## src/include/icache_defines.svh

```systemverilog
//*********************************************************************
// Size macros for the front-end instruction cache.
// Include this header wherever a cache dimension or field width is
// needed. The types built from these sizes live in the packages.
//*********************************************************************
`ifndef ICACHE_DEFINES_SVH
`define ICACHE_DEFINES_SVH

// geometry
`define ICACHE_SETS           64
`define ICACHE_WAYS           4
`define ICACHE_LINE_WORDS     4

// widths
`define ICACHE_WORD_W         32
`define ICACHE_VADDR_W        32
`define ICACHE_PADDR_W        32
`define ICACHE_PAGE_OFFSET_W  12
`define ICACHE_INDEX_W        6
`define ICACHE_OFFSET_W       2

// physical address bits above the page offset
`define ICACHE_TAG_W          20

`endif

```

## src/logic/icache_pkg.sv

```systemverilog
//*********************************************************************
// Lookup-path types of the instruction cache: addresses, set index,
// word offset, way number, tag entries and pseudo-LRU tree bits.
// Import into any module on the lookup path.
//*********************************************************************
`default_nettype none

`include "icache_defines.svh"

package icache_pkg;

  // byte offset inside one instruction word
  localparam int unsigned BYTE_OFF_W = $clog2(`ICACHE_WORD_W / 8);
  // lowest address bit of the set index
  localparam int unsigned INDEX_LSB = BYTE_OFF_W + `ICACHE_OFFSET_W;

  typedef logic [`ICACHE_VADDR_W-1:0] vaddr_t;
  typedef logic [`ICACHE_PADDR_W-1:0] paddr_t;

  typedef logic [`ICACHE_INDEX_W-1:0] index_t;
  typedef logic [`ICACHE_OFFSET_W-1:0] word_off_t;
  typedef logic [$clog2(`ICACHE_WAYS)-1:0] way_t;
  typedef logic [`ICACHE_TAG_W-1:0] ptag_t;

  typedef struct packed {
    logic  valid;
    ptag_t ptag;
  } tag_entry_t;

  // bit 0 is the root, bits 1 and 2 the leaves of half 0 and half 1
  typedef logic [`ICACHE_WAYS-2:0] lru_bits_t;

endpackage

`default_nettype wire

```

## src/logic/icache_fill_pkg.sv

```systemverilog
//*********************************************************************
// Types exchanged between the instruction cache and its refill agent:
// the miss request sent out and the tag and data packets of a fill.
// Import into modules that drive or decode these packets.
//*********************************************************************
`default_nettype none

`include "icache_defines.svh"

package icache_fill_pkg;

  import icache_pkg::*;

  // line address has zero word and byte offset
  typedef struct packed {
    paddr_t line_addr;
    way_t   way;
  } miss_req_t;

  typedef enum logic [1:0] {
    TAG_CLEAR_SET  = 2'd0,
    TAG_SET        = 2'd1,
    TAG_INVALIDATE = 2'd2
  } tag_op_e;

  typedef struct packed {
    tag_op_e op;
    index_t  index;
    way_t    way;
    ptag_t   ptag;
  } tag_pkt_t;

  // word offset of a beat comes from the fill counter
  typedef struct packed {
    index_t                    index;
    way_t                      way;
    logic [`ICACHE_WORD_W-1:0] word;
  } data_pkt_t;

endpackage

`default_nettype wire

```

## src/logic/icache_miss_fsm.sv

```systemverilog
//*********************************************************************
// Miss handler of the instruction cache. On a miss it captures the
// request, holds it valid until the refill agent takes it, then waits
// for the line fill to complete. busy_o stalls new lookups from the
// miss cycle until the fill is done.
//*********************************************************************
`timescale 1ns/1ps
`default_nettype none

module icache_miss_fsm
  import icache_pkg::*;
  import icache_fill_pkg::*;
(
  input  wire logic      clk_i,
  input  wire logic      reset_i,
  input  wire logic      miss_i,
  input  wire miss_req_t req_i,
  input  wire logic      miss_req_ready_i,
  input  wire logic      line_done_i,
  output miss_req_t      miss_req_o,
  output logic           miss_req_v_o,
  output logic           busy_o
);

  typedef enum logic [1:0] {
    ST_IDLE,
    ST_REQ,
    ST_FILL
  } state_e;

  state_e    state_q;
  miss_req_t req_q;

  always_ff @(posedge clk_i) begin
    if (reset_i) begin
      state_q <= ST_IDLE;
    end else begin
      case (state_q)
        ST_IDLE: if (miss_i) state_q <= ST_REQ;
        ST_REQ:  if (miss_req_ready_i) state_q <= ST_FILL;
        ST_FILL: if (line_done_i) state_q <= ST_IDLE;
        default: state_q <= ST_IDLE;
      endcase
    end
  end

  // request stays stable while waiting for ready
  always_ff @(posedge clk_i) begin
    if ((state_q == ST_IDLE) && miss_i) begin
      req_q <= req_i;
    end
  end

  assign miss_req_o   = req_q;
  assign miss_req_v_o = (state_q == ST_REQ);
  assign busy_o       = (state_q != ST_IDLE) || miss_i;

endmodule

`default_nettype wire

```

## config.mk

```make
export PLATFORM = sky130hd
export DESIGN_NAME = icache_miss_fsm
export DESIGN_NICKNAME = d
export VERILOG_FILES = /design/src/logic/icache_pkg.sv /design/src/logic/icache_fill_pkg.sv /design/src/logic/icache_miss_fsm.sv
export VERILOG_INCLUDE_DIRS = /design/src /design/src/include
export SDC_FILE = /design/constraint.sdc
export NUM_CORES = 1
export LEC_CHECK = 0
export BUFFER_PORTS_ARGS = -buffer_cell sky130_fd_sc_hd__buf_2
export CORE_MARGIN = 2
export CORE_UTILIZATION = 38
export CTS_BUF_LIST = sky130_fd_sc_hd__clkbuf_2
export DETAILED_ROUTE_END_ITERATION = 7
export GPL_ROUTABILITY_DRIVEN = 0
export PLACE_DENSITY = 0.73
export RECOVER_POWER = 50
export SYNTH_ARGS = -nofsm -noshare
export SYNTH_HDL_FRONTEND = slang
export SYNTH_SLANG_ARGS = --single-unit
```

## constraint.sdc

```tcl
create_clock -name clk_i -period 3.5 [get_ports clk_i]
set_input_delay 0.175 -clock clk_i [delete_from_list [all_inputs] [get_ports clk_i]]
set_output_delay 0.175 -clock clk_i [all_outputs]
set_load 0.05 [all_outputs]
```

==> results of run 1 <==
==> logic make-up after synthesis <==
group	after synthesis	share of synthesized area [%]
flops	36	94.4
simple gates	6	3.90
compound gates	2	1.67
==> path summary, 6_finish.rpt <==
kind / startpoint / end / slack, ps
worst max register to register: state_q[0]$_SDFFE_PP0P_ / miss_req_o[25]$_DFFE_PP_ / 2260
worst min register to register: state_q[0]$_SDFFE_PP0P_ / state_q[1]$_SDFFE_PP0P_ / 610
worst max-delay path: state_q[0]$_SDFFE_PP0P_ / busy_o / 1830
worst min-delay path: miss_i / state_q[0]$_SDFFE_PP0P_ / 110
==> state kept, by name, summed over array words and instances, names as in the netlist <==
name and count:
miss_req_o 34, state_q 2
==> routing by layer <==
layer | wire length (um) | vias to the layer above | share of wire [%]
met2 | 1500 | 47 | 54
met1 | 925 | 387 | 33
li1 | - | 416 | -
met3 | 314 | 7 | 11
met4 | 41 | 0 | 1.5
met5 | 0 | - | 0
==> where the power goes <==
part	leakage, nW	internal (W)	switching [W]	total, W
clock network	0.0281	0.0000481	0.000119	0.000168
registers	0.341	0.000506	0.00000909	0.000516
logic	0.429	0.0000625	0.000137	0.000199
==> layout make-up <==
class	count	area share [%]
Sequential cell	36	54.9
Clock buffer	6	1.55
Clock inverter	2	0.388
Tap cell	31	2.01
Timing Repair Buffer	113	38.0
Multi-Input combinational cell	8	3.23
==> worst min-delay path, stage by stage <==
cell                        delay (ps)
sky130_fd_sc_hd__buf_2             110
sky130_fd_sc_hd__nor2_1             70
sky130_fd_sc_hd__a2111oi_0          80
==> cell usage in the layout, fill, tap and decap left out, drive strengths merged <==
| cell type | Yosys | final |
|---|---|---|
| clkbuf | 0 | 23 |
| clkinv | 0 | 2 |
| dfxtp | 2 | 2 |
| dlygate4sd3 | 0 | 37 |
| nor2 | 1 | 1 |
| buf | 0 | 59 |
| edfxtp | 34 | 34 |
| a2111oi | 1 | 1 |
| nand3b | 1 | 1 |
| or3 | 1 | 1 |
| a21oi | 1 | 1 |
| and2b | 1 | 1 |
| or3b | 1 | 1 |
| nor3b | 1 | 1 |
==> per-stage QoR <==
| stage | hold WS [ps] | cells | total power, W |
|---|---|---|---|
| after global routing | 77.1 | 196 | 0.000924 |
| after floorplan | 237 | 44 | 0.000645 |
| after detailed placement | 353 | 151 | 0.000695 |
| after global placement | 351 | 151 | 0.000692 |
| after CTS | 26.2 | 195 | 0.000895 |
| final | 112 | 196 | 0.000883 |
==> what timing repair did <==
| item | in CTS | in global routing |
|---|---|---|
| endpoints found under the hold margin | 36 | 1 |
| endpoints found under the setup margin | 0 | 0 |
| hold buffers | 36 | 1 |
==> metrics.log, run 1 <==
[metrics] status: completed
[metrics] largest area contributor in the synthesized netlist: sky130_fd_sc_hd__edfxtp_1
[metrics] number of synthesized flops with an enable pin: 34
[metrics] sequential area share after synthesis: 94.4%
[metrics] multi-input combinational cell area: 62.6 sq um
[metrics] maximum fanout count along the critical path: 7
[metrics] iteration-0 DRC count of the detailed router: 9
[metrics] routed length per instance: 14.2 um
[metrics] cells traversed along the worst timing path: or3_2, buf_2
[metrics] number of cell rows: 19
[metrics] largest net degree at the start of global routing: 19
[metrics] DRC viols: 0
[metrics] CP required: 3320 ps
[metrics] filler instances: 215
[metrics] TritonCTS Buffers: 5
[metrics] Worst Max-Slew Pin Slew: 626 ps
[metrics] data arrival at the endpoint of the critical path: 1490 ps
[metrics] final number of max-transition violations: 0
[metrics] global-route met1 utilization: 18.4%
[metrics] global route overflow: 0
[metrics] Max Cap Violations: 0
[metrics] FMAX: 600 MHz
[metrics] Die X: 58.4 um
[metrics] length in cells of the worst reg-to-reg path: 2
[metrics] unrepaired setup endpoints after global routing: false
[metrics] time the final worst path needs with I/O delays and setup: 1670 ps
[metrics] final standard cell utilization of the core: 69.5%
[metrics] number of nets with antenna violations after detailed routing: 0
[metrics] final setup vio count: 0
[metrics] die extent in y: 58.4 um
[metrics] Min-Delay Path Class: in -> reg
[metrics] relative area change from synthesis to final layout: 72.2%
[metrics] sinks on the clock net: 36
[metrics] vias in the first global route: 911
[metrics] CTS tree: done
[metrics] area of the die: 0.00341 sq mm
[metrics] dominant cell by count in the synthesized netlist: sky130_fd_sc_hd__edfxtp_1
[metrics] Power Density: 456 mW/mm^2
[metrics] setup tns final: 0 ps
[metrics] post-CTS setup buffers: 0
[metrics] count of input and output buffers: 74
[metrics] design area: 0.00193 sq mm
[metrics] share of final-layout standard cells stronger than drive strength 1: 41.2%
[metrics] WS Path Type: reg -> out
[metrics] category of the worst setup path launch point: flip-flop
[metrics] worst relative slew slack: 58.5%
[metrics] Seq cells post-synth: 36
[metrics] Worst Hold Depth: 3
[metrics] kind of cell adding the most delay to the critical path: simple AND/OR/NAND/NOR gates
[metrics] final setup skew: 21.8 ps
[metrics] number of buffers on the longest clock path: 2
[metrics] Hold Vio Cnt, Final: 0
[metrics] Ys Warns: 0
[metrics] met3 track demand over resource in global routing: 9.23%
[metrics] pre-CTS setup slack: 2280 ps
[metrics] insertion delay to the later sink of the worst-skew pair: 360 ps
[metrics] total track usage: 18.8%
[metrics] Post-DP HPWL: 1.51 mm
[metrics] Peak VDD IR: 0.000339 V
[metrics] count of pins on the block boundary: 75
[metrics] Buf+Inv Stages, Crit Path: 1
[metrics] smallest setup slack after layout: 1830 ps
[metrics] top cells by area in the synthesized netlist: sky130_fd_sc_hd__edfxtp_1 (91%), sky130_fd_sc_hd__dfxtp_1 (3.6%), sky130_fd_sc_hd__a2111oi_1 (0.89%), sky130_fd_sc_hd__a21oi_2 (0.78%), sky130_fd_sc_hd__and2b_2 (0.78%)
[metrics] diodes inserted: 0
[metrics] initial standard-cell utilization of the core: 40.4%
[metrics] first drt pass iteration count: 4
[metrics] cell area after synthesis: 0.00112 sq mm
[metrics] met2 GRT Util: 33.9%
[metrics] initial antenna violation count: 0
[metrics] dominant synthesized flop cell: sky130_fd_sc_hd__edfxtp_1
[metrics] Synth top cells by count: sky130_fd_sc_hd__edfxtp_1 (34), sky130_fd_sc_hd__dfxtp_1 (2)
[metrics] standby leakage power: 0.797 nW
[metrics] area share of the leading cell type in the synthesized netlist: 90.9%
[metrics] Reg clk slew, reported paths: 170 ps
[metrics] max incr delay on CP: 490 ps
[metrics] synthesized instance count: 44
[metrics] most utilized layer in the global route result: met2
[metrics] share of synthesized flip-flops with an asynchronous set or reset: 0%
[metrics] mean number of vias per cell: 4.37
[metrics] wire length of the first global-routing pass: 4.35 mm
[metrics] Via Count: 857
[metrics] CTS H-tree depth: 2
[metrics] Period Utilization, post-route: 47.6%
[metrics] Area after DPL: 0.00155 sq mm
[metrics] stages on the worst setup path: 2
[metrics] endpoint class of the critical path: output pin
[metrics] syn nets: 83
[metrics] routed wire length: 2.78 mm
[metrics] post_cts resized: 0
[metrics] NumNets Final: 203
[metrics] slowest stage cell on the critical path: sky130_fd_sc_hd__or3_2
[metrics] count of distinct cell types in the synthesized netlist: 10
[metrics] Avg Cell Area, Syn: 25.5 sq um
[metrics] CTS Root Buffer Type: sky130_fd_sc_hd__clkbuf_2
[metrics] core area: 0.00278 sq mm
[metrics] combined flip-flop and latch cell area: 0.00106 sq mm
Power figures use the tool's default switching activity.
==> inputs of run 2 (changes only) <==
Settings changed: CORE_UTILIZATION 38 to 42, PLACE_DENSITY 0.73 to 0.76.
Clock period 3.5 ns to 1.55 ns, I/O delays scaled along.
==> metrics.log, run 2 (same netlist as run 1, synthesis figures left out) <==
[metrics] share of final-layout standard cells stronger than drive strength 1: 42.2% (+0.96 points)
[metrics] post-layout instance count excluding filler cells: 196 (unchanged)
[metrics] first drt pass iteration count: 4 (unchanged)
[metrics] Power Density: 1020 mW/mm^2 (+120%)
[metrics] Area after DPL: 0.00157 sq mm (+1.3%)
[metrics] initial antenna violation count: 0 (unchanged)
[metrics] number of buffers on the longest clock path: 2 (unchanged)
[metrics] Cell Int Power: 0.00141 W (+130%)
[metrics] area of the die: 0.00310 sq mm (-8.9%)
[metrics] final setup vio count: 0 (unchanged)
[metrics] maximum fanout count along the critical path: 7 (unchanged)
[metrics] category of the worst setup path launch point: flip-flop
[metrics] routed wire length: 2.93 mm (+5.2%)
[metrics] global route overflow: 0 (unchanged)
[metrics] total power consumption of the routed design: 0.00204 W (+130%)
[metrics] setup tns final: 0 ps (unchanged)
[metrics] number of flip-flops under the largest register name: 34 (unchanged)
[metrics] core area: 0.00250 sq mm (-10%)
[metrics] Period Utilization, post-route: 91.3%
[metrics] slowest stage cell on the critical path: sky130_fd_sc_hd__dlygate4sd3_1
[metrics] final standard cell utilization of the core: 79.6% (+10 points)
[metrics] leading cell types in the layout, fill and taps excluded: sky130_fd_sc_hd__buf_2 (53), sky130_fd_sc_hd__dlygate4sd3_1 (38), sky130_fd_sc_hd__edfxtp_1 (34)
[metrics] final number of max-transition violations: 0 (unchanged)
[metrics] mean number of vias per cell: 4.45 (+1.8%)
[metrics] count of pins on the block boundary: 75 (unchanged)
[metrics] design area: 0.00199 sq mm (+2.9%)
[metrics] power share of the clock group: 19.6% (+0.6 points)
[metrics] standby leakage power: 0.807 nW (+1.1%)
[metrics] CTS H-tree depth: 2 (unchanged)
[metrics] combinational cell fraction of total power: 23.3% (+0.7 points)
[metrics] routed length per instance: 14.9 um (+5.2%)
[metrics] count of input and output buffers: 74 (unchanged)
[metrics] Die X: 55.7 um (-4.5%)
[metrics] CTS tree: done
[metrics] most common cell after layout, fill and taps aside: sky130_fd_sc_hd__buf_2
[metrics] sequential share of power: 57.2% (-1.2 points)
[metrics] diodes inserted: 0 (unchanged)
[metrics] WS Path Type: reg -> reg
[metrics] insertion delay to the later sink of the worst-skew pair: 350 ps (about the same)
[metrics] cells traversed along the worst timing path: nor2_1, a2111oi_1, dlygate4sd3_1
[metrics] number of nets with antenna violations after detailed routing: 0 (unchanged)
[metrics] worst relative slew slack: 57.8% (-0.70 points)
[metrics] time the final worst path needs with I/O delays and setup: 1410 ps
[metrics] Via Count: 872 (+1.8%)
[metrics] number of cell rows: 18 (-1)
[metrics] Min-Delay Path Class: in -> reg
[metrics] Switch Pwr: 0.000625 W (+140%)
[metrics] Max Cap Violations: 0 (unchanged)
[metrics] iteration-0 DRC count of the detailed router: 18 (+9)
[metrics] dpl cells: 150 (-0.66%)
[metrics] largest net degree at the start of global routing: 29 (+10)
[metrics] total track usage: 19.6% (+0.76 points)
[metrics] CTS Root Buffer Type: sky130_fd_sc_hd__clkbuf_2
[metrics] Sw Share: 30.6% (+0.56 points)
[metrics] wire length of the first global-routing pass: 4.32 mm (-0.64%)
[metrics] Reg clk slew, reported paths: 170 ps (about the same)
[metrics] FMAX: 707 MHz
[metrics] Post-DP HPWL: 1.64 mm (+9.2%)
[metrics] TritonCTS Buffers: 5 (unchanged)
[metrics] die extent in y: 55.7 um (-4.5%)
[metrics] relative area change from synthesis to final layout: 77.2%
[metrics] max incr delay on CP: 590 ps (+100 ps)
[metrics] final setup skew: 19.8 ps (-2.02 ps)
[metrics] data arrival at the endpoint of the critical path: 1720 ps (+230 ps)
[metrics] endpoint class of the critical path: flip-flop
[metrics] NumNets Final: 204 (+0.49%)
[metrics] filler instances: 154 (-28%)
[metrics] Peak VDD IR: 0.000831 V (+150%)
[metrics] sinks on the clock net: 36 (unchanged)
[metrics] DRC viols: 0 (unchanged)
[metrics] initial standard-cell utilization of the core: 44.9% (+4.5 points)
[metrics] unrepaired setup endpoints after global routing: false
[metrics] CP required: 1850 ps (-1470 ps)
[metrics] vias in the first global route: 895 (-1.8%)
[metrics] Hold Vio Cnt, Final: 0 (unchanged)
[metrics] status: completed
[metrics] Worst Max-Slew Pin Slew: 636 ps (+10.5 ps)
-- run 2: final timing paths --
check | start | endpoint | slack [ps] | cells past startpoint
setup reg to reg | state_q[0]$_SDFFE_PP0P_ | state_q[0]$_SDFFE_PP0P_ | 140 | 3
hold / removal | miss_i | miss_req_o[29]$_DFFE_PP_ | 320 | 3
hold reg to reg | state_q[0]$_SDFFE_PP0P_ | state_q[1]$_SDFFE_PP0P_ | 640 | 2
setup / recovery | state_q[0]$_SDFFE_PP0P_ | state_q[0]$_SDFFE_PP0P_ | 140 | 3
-- run 2: repair_timing --
action	4_1_cts	5_1_grt
endpoints found under the setup margin	1	2
hold endpoints to repair	36	1
gates resized for setup	1	6
setup buffers	0	0
hold buffers	38	1
-- run 2: cell type report --
type	count	area (sq um)	area share (%)
clock buffers	6	30.0	1.51
clock inverters	2	11.3	0.566
multi-input cells	8	80.1	4.02
flip-flops and latches	36	1070	53.7
well taps	30	37.5	1.89
repair buffers	114	763	38.3
-- run 2: power groups by stage --
stage                     Combinational [W]  Clock [W]  Sequential (W)
after floorplan                   0.0000544          0         0.00140
after global placement             0.000389          0         0.00118
after detailed placement           0.000395          0         0.00119
after CTS                          0.000472   0.000416         0.00117
after global routing               0.000495   0.000450         0.00117
final                              0.000475   0.000399         0.00117
-- run 2: per-stage QoR --
stage | hold WS (ps) | setup WS, ps
2_1_floorplan | 133 | -134
3_3_place_gp | 246 | 450
3_5_place_dp | 256 | 414
4_1_cts | 284 | 4.38
5_1_grt | 296 | 74.8
6_report | 320 | 135
-- run 2: per-layer routing --
layer / wire [um] / track usage [%] / share of wire [%]
met2: 1720 / 38.6 / 59
met4: 38 / 6.27 / 1.3
met3: 236 / 5.58 / 8.1
met1: 936 / 19.1 / 32
met5: 0 / 0 / 0
-- run 2: worst max-delay path: cells and delay by family, from the launching register on --
family                 cells  cell delay (ps)
AND/OR/NAND/NOR            1               60
AO/OA/AOI/OAI              1              290
buffers and inverters      1              590
flip-flops                 1              430
