### src/include/icache_defines.svh
//*********************************************************************
// Size macros for the front-end instruction cache.
// Include this header wherever a cache dimension or field width is
// needed. The types built from these sizes live in the packages.
//*********************************************************************
`ifndef ICACHE_DEFINES_SVH
`define ICACHE_DEFINES_SVH

// geometry
`define ICACHE_SETS           64
`define ICACHE_WAYS           4
`define ICACHE_LINE_WORDS     4

// widths
`define ICACHE_WORD_W         32
`define ICACHE_VADDR_W        32
`define ICACHE_PADDR_W        32
`define ICACHE_PAGE_OFFSET_W  12
`define ICACHE_INDEX_W        6
`define ICACHE_OFFSET_W       2

// physical address bits above the page offset
`define ICACHE_TAG_W          20

`endif

### src/logic/icache_pkg.sv
//*********************************************************************
// Lookup-path types of the instruction cache: addresses, set index,
// word offset, way number, tag entries and pseudo-LRU tree bits.
// Import into any module on the lookup path.
//*********************************************************************
`default_nettype none

`include "icache_defines.svh"

package icache_pkg;

  // byte offset inside one instruction word
  localparam int unsigned BYTE_OFF_W = $clog2(`ICACHE_WORD_W / 8);
  // lowest address bit of the set index
  localparam int unsigned INDEX_LSB = BYTE_OFF_W + `ICACHE_OFFSET_W;

  typedef logic [`ICACHE_VADDR_W-1:0] vaddr_t;
  typedef logic [`ICACHE_PADDR_W-1:0] paddr_t;

  typedef logic [`ICACHE_INDEX_W-1:0] index_t;
  typedef logic [`ICACHE_OFFSET_W-1:0] word_off_t;
  typedef logic [$clog2(`ICACHE_WAYS)-1:0] way_t;
  typedef logic [`ICACHE_TAG_W-1:0] ptag_t;

  typedef struct packed {
    logic  valid;
    ptag_t ptag;
  } tag_entry_t;

  // bit 0 is the root, bits 1 and 2 the leaves of half 0 and half 1
  typedef logic [`ICACHE_WAYS-2:0] lru_bits_t;

endpackage

`default_nettype wire

### src/logic/icache_lru_store.sv
//*********************************************************************
// Tree pseudo-LRU state of the instruction cache, three bits per set.
// Read combinationally for the set in the compare stage and updated
// at the clock edge on a hit. Gives the replacement way, preferring
// an invalid way over the LRU way.
//*********************************************************************
`timescale 1ns/1ps
`default_nettype none

`include "icache_defines.svh"

module icache_lru_store
  import icache_pkg::*;
(
  input  wire logic   clk_i,
  input  wire logic   reset_i,
  input  wire index_t index_i,
  input  wire logic   hit_i,
  input  wire way_t   hit_way_i,
  input  wire logic   invalid_exist_i,
  input  wire way_t   invalid_way_i,
  output way_t        repl_way_o
);

  lru_bits_t lru_q [`ICACHE_SETS];
  lru_bits_t lru_rd;
  logic      lru_half;

  always_ff @(posedge clk_i) begin
    if (reset_i) begin
      for (int s = 0; s < `ICACHE_SETS; s++) begin
        lru_q[s] <= '0;
      end
    end else if (hit_i) begin
      // root toward the other half
      lru_q[index_i][0] <= ~hit_way_i[1];
      // leaf toward the other way of the hit half
      lru_q[index_i][1 + hit_way_i[1]] <= ~hit_way_i[0];
    end
  end

  assign lru_rd   = lru_q[index_i];
  assign lru_half = lru_rd[0];

  always_comb begin
    if (invalid_exist_i) begin
      repl_way_o = invalid_way_i;
    end else begin
      repl_way_o = {lru_half, lru_rd[1 + lru_half]};
    end
  end

endmodule

`default_nettype wire

### config.mk
export PLATFORM = sky130hd
export DESIGN_NAME = icache_lru_store
export DESIGN_NICKNAME = d
export VERILOG_FILES = /design/src/logic/icache_pkg.sv /design/src/logic/icache_lru_store.sv
export VERILOG_INCLUDE_DIRS = /design/src /design/src/include
export SDC_FILE = /design/constraint.sdc
export NUM_CORES = 1
export LEC_CHECK = 0
export BUFFER_PORTS_ARGS = -buffer_cell sky130_fd_sc_hd__buf_2
export CAP_MARGIN = 20
export CORE_AREA = 2 2 140 142
export CTS_CLUSTER_DIAMETER = 150
export DETAILED_ROUTE_END_ITERATION = 8
export DIE_AREA = 0 0 142 144
export PLACE_DENSITY = 0.78
export SYNTH_ARGS = -nofsm -noshare
export SYNTH_HDL_FRONTEND = slang
export SYNTH_SLANG_ARGS = --single-unit
### constraint.sdc
create_clock -name clk_i -period 1.9 [get_ports clk_i]
set_input_delay 0.285 -clock clk_i [delete_from_list [all_inputs] [get_ports clk_i]]
set_output_delay 0.285 -clock clk_i [all_outputs]
set_load 0.01 [all_outputs]
==> results of run 1 <==
-- critical path: stages (launching register included) --
cell	delay, ns
edfxtp_1	0.43
a221oi_1	0.32
o22a_1	0.25
o22ai_1	0.13
a221oi_4	0.23
buf_4	0.16
a211oi_2	0.06
a221oi_2	0.22
buf_2	0.18
-- cells by family (layout without fill, tap and decap cells) --
| group | Yosys count | count (layout) | synth area share [%] |
|---|---|---|---|
| compound gates | 157 | 157 | 12.18 |
| buf+inv | 111 | 245 | 5.052 |
| flops | 192 | 192 | 54.27 |
| mux | 53 | 53 | 6.560 |
| simple gates | 453 | 453 | 21.94 |
-- repair_timing --
item	4_1_cts	5_1_grt
resized for setup	5	9
cloned	0	0
pin swaps	3	3
endpoints found under the setup margin	2	26
-- metal layers --
layer	GRT usage, %	share of wire [%]
met5	0	0
met1	36.53	39
met2	48.54	50
met3	5.298	7.8
met4	13.26	3.8
-- through the flow --
stage               TNS (ns)  std cells
finish                -1.586       1338
global route          -2.071       1338
CTS                   -1.585       1338
detailed placement    -57.29       1307
global placement      -48.92       1307
floorplan            -0.2782        966
-- cell usage in the layout, fill, tap and decap left out, types with 3 or more instances in the layout --
cell,netlist,layout
a21oi_1,12,11
a221oi_1,19,17
a221oi_2,5,6
a22o_1,3,3
a22oi_1,10,9
a31o_2,58,58
a31oi_1,5,5
a41o_1,7,7
and2_4,2,4
buf_12,0,13
buf_2,23,12
buf_4,10,181
buf_6,7,3
clkbuf_16,0,17
clkinvlp_4,0,3
edfxtp_1,192,192
inv_6,0,5
mux2_2,21,20
mux2i_1,19,19
mux4_2,11,11
nand2_1,68,68
nand2b_1,66,65
nand3_1,12,12
nor2_1,138,138
nor2_2,3,3
nor2b_1,7,7
nor3_1,67,65
nor3_2,2,4
nor4_4,3,3
o21ai_0,4,4
o22a_1,3,3
o22ai_1,11,11
or2_1,11,12
or2_2,54,54
-- how the worst max path moves through the flow --
stage                             from  cells after the start  slack [ns]            end
after detailed placement    index_i[1]                     11       -0.76  repl_way_o[0]
after global routing      lru_q[57][0]                      8       -0.94  repl_way_o[0]
after global placement      index_i[1]                     11       -0.72  repl_way_o[0]
after CTS                 lru_q[57][0]                      8       -0.80  repl_way_o[0]
final                     lru_q[43][0]                      8       -0.81  repl_way_o[0]
after floorplan             index_i[2]                      9       -0.17  repl_way_o[0]
-- synthesized netlist by cell type (all sizes together), types with 12 or more instances --
master | number | area [um^2]
edfxtp | 192 | 5766
nor2 | 141 | 536.8
nor3 | 71 | 387.9
nand2 | 70 | 267.8
nand2b | 66 | 412.9
or2 | 66 | 412.9
a31o | 58 | 508.0
clkbuf | 58 | 219.0
buf | 48 | 299.0
a221oi | 24 | 241.5
mux2 | 23 | 259.0
mux2i | 19 | 190.2
a21oi | 12 | 60.06
nand3 | 12 | 60.06
-- power by group --
part	switching (W)	total (W)	internal (W)
sequential	0.0000948	0.00496	0.00486
clock	0.00168	0.00337	0.00169
combinational	0.000688	0.00125	0.000560
-- layout make-up --
cell class | instances | area share, %
inverter | 5 | 0.1672
sequential | 192 | 45.31
clock inverter | 13 | 0.8260
timing repair buffer | 209 | 13.46
tap | 238 | 2.340
clock buffer | 18 | 3.373
multi-input combinational | 663 | 34.52
==> results_dict.tcl, run 1 <==
set metrics [dict create \
    outcome "finished with violations" \
    violations "setup timing" \
    globalplace.congestion 0.9440 \
    seq_area_mm2 0.005766 \
    nets 1102 \
    ant_nets 0 \
    relSlewSlack_pct 52.05 \
    regMostFlops "lru_q" \
    cp-end-kind "output port" \
    synth_area_per_cell_um2 11.00 \
    fin_util_pct 66.69 \
    synth-seq-area-share_pct 54.27 \
    min_from "hit_way_i[1]" \
    h-tree-depth 4 \
    fp.dieArea_mm2 0.02045 \
    cts_tree "built" \
    dp.final_hpwl_um 18860 \
    cts_root_buf "clkbuf_16" \
    ys.flop_type "edfxtp_1" \
    core_area_mm2 0.01908 \
    period_needed_ns 2.712 \
    min_period_over_period_pct 142.7 \
    post-place-ws_ns -0.7635 \
    power.total_w 0.009578 \
    multi_input_area_mm2 0.004392 \
    n_antenna_cell 0 \
    overflow 0 \
    cts.clk_slew.worst_paths_ns 0.07 \
    placed_area_mm2 0.01212 \
    finalHoldWorstSlack_ns 0.3226 \
    avgRoutedWirePerCell_um 21.43 \
    wl_um 28680 \
    clk_path_buf_depth 2 \
    drv_slew 0 \
    p_per_area_mw_per_mm2 752.8 \
    initial_core_util_pct 55.68 \
    io_pins 16 \
    yosys_warnings 0 \
    firstDrtPassIters 5 \
    crit_type "reg2out" \
    min_to "lru_q[48][0]" \
    largest_register_ff_count 192 \
    arrival_ns 2.43 \
    crit_fanout 2 \
    yosysUniqueCellTypes 62 \
    numCtsBuffers 17 \
    worst_setup_path_start_kind "flip-flop" \
    drc 0 \
    ctsHoldBuffers 0 \
    synth_cells 966 \
    cp_data_required_time_ns 1.62 \
    rsz0062_at_grt "yes" \
    syn_area_mm2 0.01062 \
    fmax_mhz 368.8 \
    vias_per_cell 6.326 \
    synth_edf_count 192 \
    fillers 1348 \
    p_leak_nw 4.735 \
    worstHoldPathCells 2 \
    design_area_mm2 0.01272 \
    rows 51 \
    setup_viol 2 \
    drive_gt1_share_pct 38.45 \
    tightest_slew_ns 0.7192 \
    antenna_found_initial 0 \
    clock_sinks 192 \
    max-cap-violations 0 \
    drtIter0Drc 1003 \
    grt_max_degree 178 \
    vias 8464 \
    async_reset_ff_share_pct 0 \
    largest_registers "lru_q (192)" \
    ys_ff_latch 192 \
    syn-num-nets 980 \
    grt_pass1_wl_um 44160 \
    hp-class "in2reg" \
    hold_viol 0 \
    port_buffers 15 \
    worst_slack_ns -0.8115 \
    grt_pass1_vias 8249 \
    die_w_um 142 \
    peakVddDrop_mv 0.6276 \
    post_cts_buffers 0 \
    die_height_um 144 \
    track_usage_pct 28.85 \
    syn_to_final_growth_pct 19.76 \
]
No activity file was read; power rests on OpenSTA's default activity.
==> run 2: changes to the inputs <==
Settings changed: ABC_AREA set to 1, CORE_AREA 2 2 140 142 to 2 2 141 143, DIE_AREA 0 0 142 144 to 0 0 143 145, PLACE_DENSITY 0.78 to 0.79.
==> run 2 against run 1 <==
- the run still ends with setup timing left
- final cell count rose by 31%
- clock power rose by 6.2%
- synthesized cell count rose by 47%
- non-clock buffer count fell by 71
- combinational power fell by 5%
- critical endpoint unchanged
- largest power group unchanged
- highest routed layer unchanged
==> results_dict.tcl, run 2 <==
set metrics [dict create \
    synth-seq-area-share_pct 52.95 \
    tightest_slew_ns 0.8956 \
    power.total_w 0.009701 \
    syn_area_mm2 0.01089 \
    synthTopCellsByCount "nand2_1, nor2_1, edfxtp_1, o21ai_0, clkbuf_1" \
    core_area_mm2 0.01921 \
    hold_viol 0 \
    synth_cells 1424 \
    grt_pass1_wl_um 46820 \
    cts_root_buf "clkbuf_16" \
    die_w_um 143 \
    firstDrtPassIters 7 \
    setup_viol 2 \
    post-place-ws_ns -0.4260 \
    synth_area_per_cell_um2 7.646 \
    p_leak_nw 5.374 \
    overflow 0 \
    yosys_warnings 0 \
    ys.flop_type "edfxtp_1" \
    drtIter0Drc 1314 \
    syn_to_final_growth_pct 15.84 \
    fp.dieArea_mm2 0.02074 \
    worst_setup_path_start_kind "flip-flop" \
    relSlewSlack_pct 40.30 \
    die_height_um 145 \
    crit_type "reg2out" \
    regMostFlops "lru_q" \
    final_common_cell "nand2_1" \
    synth.area.top_cells "edfxtp_1, nand2_1, nor2_1, o21ai_0, clkbuf_1" \
    drive_gt1_share_pct 17.47 \
    fmax_mhz 436.6 \
    initial_core_util_pct 56.69 \
    arrival_ns 2.01 \
    ant_nets 0 \
    antenna_found_initial 0 \
    clock_sinks 192 \
    n_antenna_cell 0 \
    clk_path_buf_depth 2 \
    io_pins 16 \
    place_inst 1727 \
    design_area_mm2 0.01261 \
    yosysUniqueCellTypes 23 \
    synthDominantCellAreaShare_pct 52.95 \
    rows 51 \
    nets 1496 \
    rsz0062_at_grt "yes" \
    dp.final_hpwl_um 19200 \
    layout_common_cells "nand2_1, nor2_1, edfxtp_1, buf_4, o21ai_0" \
    period_needed_ns 2.290 \
    post_cts_buffers 0 \
    ctsHoldBuffers 0 \
    multi_input_area_mm2 0.004358 \
    h-tree-depth 4 \
    largest_register_ff_count 192 \
    grt_pass1_vias 9160 \
    worst_slack_ns -0.3902 \
    cts.clk_slew.worst_paths_ns 0.07 \
    cts_tree "built" \
    fillers 1551 \
    outcome "finished with violations" \
    largest_registers "lru_q (192)" \
    cp-end-kind "output port" \
    globalplace.congestion 0.8673 \
    synth_top_area_cell "edfxtp_1" \
    max-cap-violations 0 \
    ys_ff_latch 192 \
    track_usage_pct 29.41 \
    vias_per_cell 5.541 \
    async_reset_ff_share_pct 0 \
    peakVddDrop_mv 0.7921 \
    numCtsBuffers 17 \
    drc 0 \
    grt_max_degree 193 \
    synth_most_common_cell "nand2_1" \
    placed_area_mm2 0.01197 \
    vias 9746 \
    finalNonFillerCells 1759 \
    min_period_over_period_pct 120.5 \
    crit_fanout 1 \
    wl_um 29800 \
    violations "setup timing" \
    seq_area_mm2 0.005766 \
    fin_setup_tns_ns -0.6244 \
    drv_slew 0 \
    synth_edf_count 192 \
    avgRoutedWirePerCell_um 16.94 \
    hp-class "in2reg" \
    syn-num-nets 1438 \
    port_buffers 15 \
    cp_data_required_time_ns 1.62 \
    p_per_area_mw_per_mm2 769.2 \
]
## run 2: changes by cell type in the layout (fill, tap and decap cells not counted), sizes merged, moves of 23 or more
cell    change
a31o       -58
nand3      +31
buf        -72
nor2       +92
inv        +89
nand2     +553
a221oi     -24
mux2       -23
o21ai      +76
nand2b     -66
nor3       -30
or2        -66
## run 2: logic make-up after synthesis
family	after synthesis	share of synthesized area [%]
compound gates	95	4.413
buf+inv	196	7.412
flops	192	52.95
simple gates	941	35.22
## run 2: final cells by class
| class | instances | area share, % |
|---|---|---|
| Tap cell | 265 | 2.629 |
| Clock inverter | 12 | 1.062 |
| Multi-Input combinational cell | 1036 | 34.55 |
| Timing Repair Buffer | 138 | 9.663 |
| Inverter | 97 | 2.946 |
| Clock buffer | 19 | 3.433 |
| Sequential cell | 192 | 45.71 |
## run 2: final timing paths
kind                     start       endpoint  depth (start not counted)
hold / removal    hit_way_i[0]    lru_q[3][1]                          3
setup / recovery  lru_q[30][1]  repl_way_o[0]                         11
## run 2: through the flow
| step | util [%] | hold WS, ns |
|---|---|---|
| floorplan | - | 0.6667 |
| global placement | 62.30 | 0.8583 |
| detailed placement | 62.30 | 0.8660 |
| CTS | 65.53 | 0.4111 |
| global route | 65.66 | 0.4068 |
| finish | 65.66 | 0.4015 |
## run 2: power breakdown
part	switching, W	total [W]	internal [W]
logic	0.000796	0.00119	0.000397
clock network	0.00164	0.00358	0.00194
registers	0.0000659	0.00493	0.00486
total	0.00250	0.00970	0.00720
## run 2: per-layer routing
layer / vias to the layer above / share of wire [%] / global-route usage [%]
li1: 4615 / - / -
met1: 4483 / 38 / 38.32
met2: 548 / 48 / 47.58
met3: 100 / 11 / 6.766
met4: 0 / 3.5 / 11.58
met5: - / 0 / 0
## run 2: what timing repair did
item | CTS | global route
pin swaps | 11 | 3
endpoints found under the setup margin | 2 | 2
resized for setup | 10 | 10
cloned | 1 | 0
## run 2: critical path, stage by stage (launching register included)
cell,delay [ns]
edfxtp_1,0.42
nor2_1,0.13
nor2_1,0.05
o21ai_1,0.07
o21ai_1,0.08
o21ai_1,0.21
nand2_1,0.12
nor2_2,0.11
nand2_2,0.09
nand2_1,0.08
nand3_1,0.07
buf_2,0.14
==> run 3: changes to the inputs <==
Settings changed: PLACE_DENSITY 0.79 to 0.76.
==> run 3 against run 2 <==
- the flow still finishes with violations (setup timing)
- die area unchanged
- combinational power about the same
- via count is 0.15% lower
- clock power is 2% higher
- non-clock buffer count rose by 12
==> results_dict.tcl, run 3 (synthesis gave the netlist of run 2 again) <==
set metrics [dict create \
    worst_setup_path_start_kind "input pin" \
    p_per_area_mw_per_mm2 769.7 \
    post-place-ws_ns -0.3336 \
    crit_fanout 36 \
    rsz0062_at_grt "yes" \
    drtIter0Drc 1089 \
    fillers 1535 \
    vias_per_cell 5.492 \
    p_leak_nw 5.447 \
    track_usage_pct 29.74 \
    hp-class "in2reg" \
    peakVddDrop_mv 0.6551 \
    largest_register_ff_count 192 \
    numCtsBuffers 17 \
    antenna_found_initial 0 \
    crit_path_cell_trace "buf_4 > clkinv_2 > buf_12 > buf_4 > o21ai_0 > o22ai_1 > o21ai_0 > nand2_1 > nor2_1 > nand2_1 > nand2_1 > nand3_2 > buf_6" \
    cp-end-kind "output port" \
    wl_um 29520 \
    max-cap-violations 0 \
    fmax_mhz 441.8 \
    drc 0 \
    min_period_over_period_pct 119.1 \
    tightest_slew_ns 0.8911 \
    period_needed_ns 2.264 \
    die_height_um 145 \
    initial_core_util_pct 56.69 \
    fp.dieArea_mm2 0.02074 \
    overflow 0 \
    regMostFlops "lru_q" \
    port_buffers 15 \
    clock_sinks 192 \
    hold_viol 0 \
    power.total_w 0.009783 \
    h-tree-depth 4 \
    worst-path-buf-inv 5 \
    post_cts_buffers 0 \
    nets 1508 \
    vias 9731 \
    syn_to_final_growth_pct 16.74 \
    cp_slowest_stage_delay_ns 0.25 \
    arrival_ns 1.98 \
    dp.final_hpwl_um 19840 \
    drv_slew 0 \
    final_common_cell "nand2_1" \
    critPathMostFrequentCell "nand2_1" \
    worst_slack_ns -0.3636 \
    crit_type "in2out" \
    crit_slowest_cell "o21ai_0" \
    clk_path_buf_depth 2 \
    core_area_mm2 0.01921 \
    die_w_um 143 \
    critical_path.top_delay_family "buffers and inverters" \
    cts_tree "built" \
    io_pins 16 \
    n_antenna_cell 0 \
    rows 51 \
    cts.clk_slew.worst_paths_ns 0.08 \
    fin_util_pct 66.18 \
    relSlewSlack_pct 40.59 \
    avgRoutedWirePerCell_um 16.66 \
    setup_viol 2 \
    firstDrtPassIters 5 \
    grt_pass1_wl_um 47480 \
    finalHoldWorstSlack_ns 0.2607 \
    outcome "finished with violations" \
    grt_max_degree 193 \
    grt_pass1_vias 9326 \
    cts_root_buf "clkbuf_16" \
    layout_common_cells "nand2_1, nor2_1, edfxtp_1, buf_4, o21ai_0" \
    violations "setup timing" \
    globalplace.congestion 0.9413 \
    largest_registers "lru_q (192)" \
    cp_data_required_time_ns 1.62 \
    drive_gt1_share_pct 18.12 \
    ant_nets 0 \
]
-- run 3: cell types whose count changed in the layout (fill, tap and decap cells not counted), sizes merged --
cell      change
buf          +13
clkbuf        -2
bufinv        -1
inv           +5
clkinvlp      -1
bufbuf        -1
-- run 3: path summary, 6_finish.rpt --
check / from / end / slack (ns) / depth (start not counted)
worst min-delay path: hit_way_i[1] / lru_q[31][0] / 0.26 / 2
worst max-delay path: index_i[0] / repl_way_o[0] / -0.36 / 13
-- run 3: per-layer routing --
layer,share of wire [%],global-route usage [%]
met5,0,0
met4,3.8,11.73
met3,9.2,4.587
met2,48,47.68
met1,39,40.68
-- run 3: final cells by class --
class,count,area (um^2),share of cell area [%]
Sequential cell,192,5766,45.36
Multi-Input combinational cell,1036,4338,34.13
Timing Repair Buffer,150,1315,10.35
Clock buffer,17,425.4,3.347
Tap cell,265,331.6,2.609
Clock inverter,15,167.7,1.319
Inverter,97,367.9,2.894
-- run 3: report_power, final --
group / switching (W) / total [W] / internal, W
clock: 0.00178 / 0.00366 / 0.00188
combinational: 0.000796 / 0.00120 / 0.000401
sequential: 0.0000671 / 0.00493 / 0.00486
total: 0.00264 / 0.00978 / 0.00714
-- run 3: repair_timing --
item                                    in CTS  in global routing
resized for setup                           11                  5
endpoints found under the setup margin       2                  2
pin swaps                                    8                  7
hold buffers                                 0                  0
-- run 3: through the flow --
stage | cells | setup TNS [ns] | area [um^2]
2_1_floorplan | 1424 | 0 | 10890
3_3_place_gp | 1740 | -6.534 | 12090
3_5_place_dp | 1740 | -9.200 | 12090
4_1_cts | 1772 | -0.5995 | 12710
5_1_grt | 1772 | -0.8833 | 12710
6_report | 1772 | -0.6546 | 12710
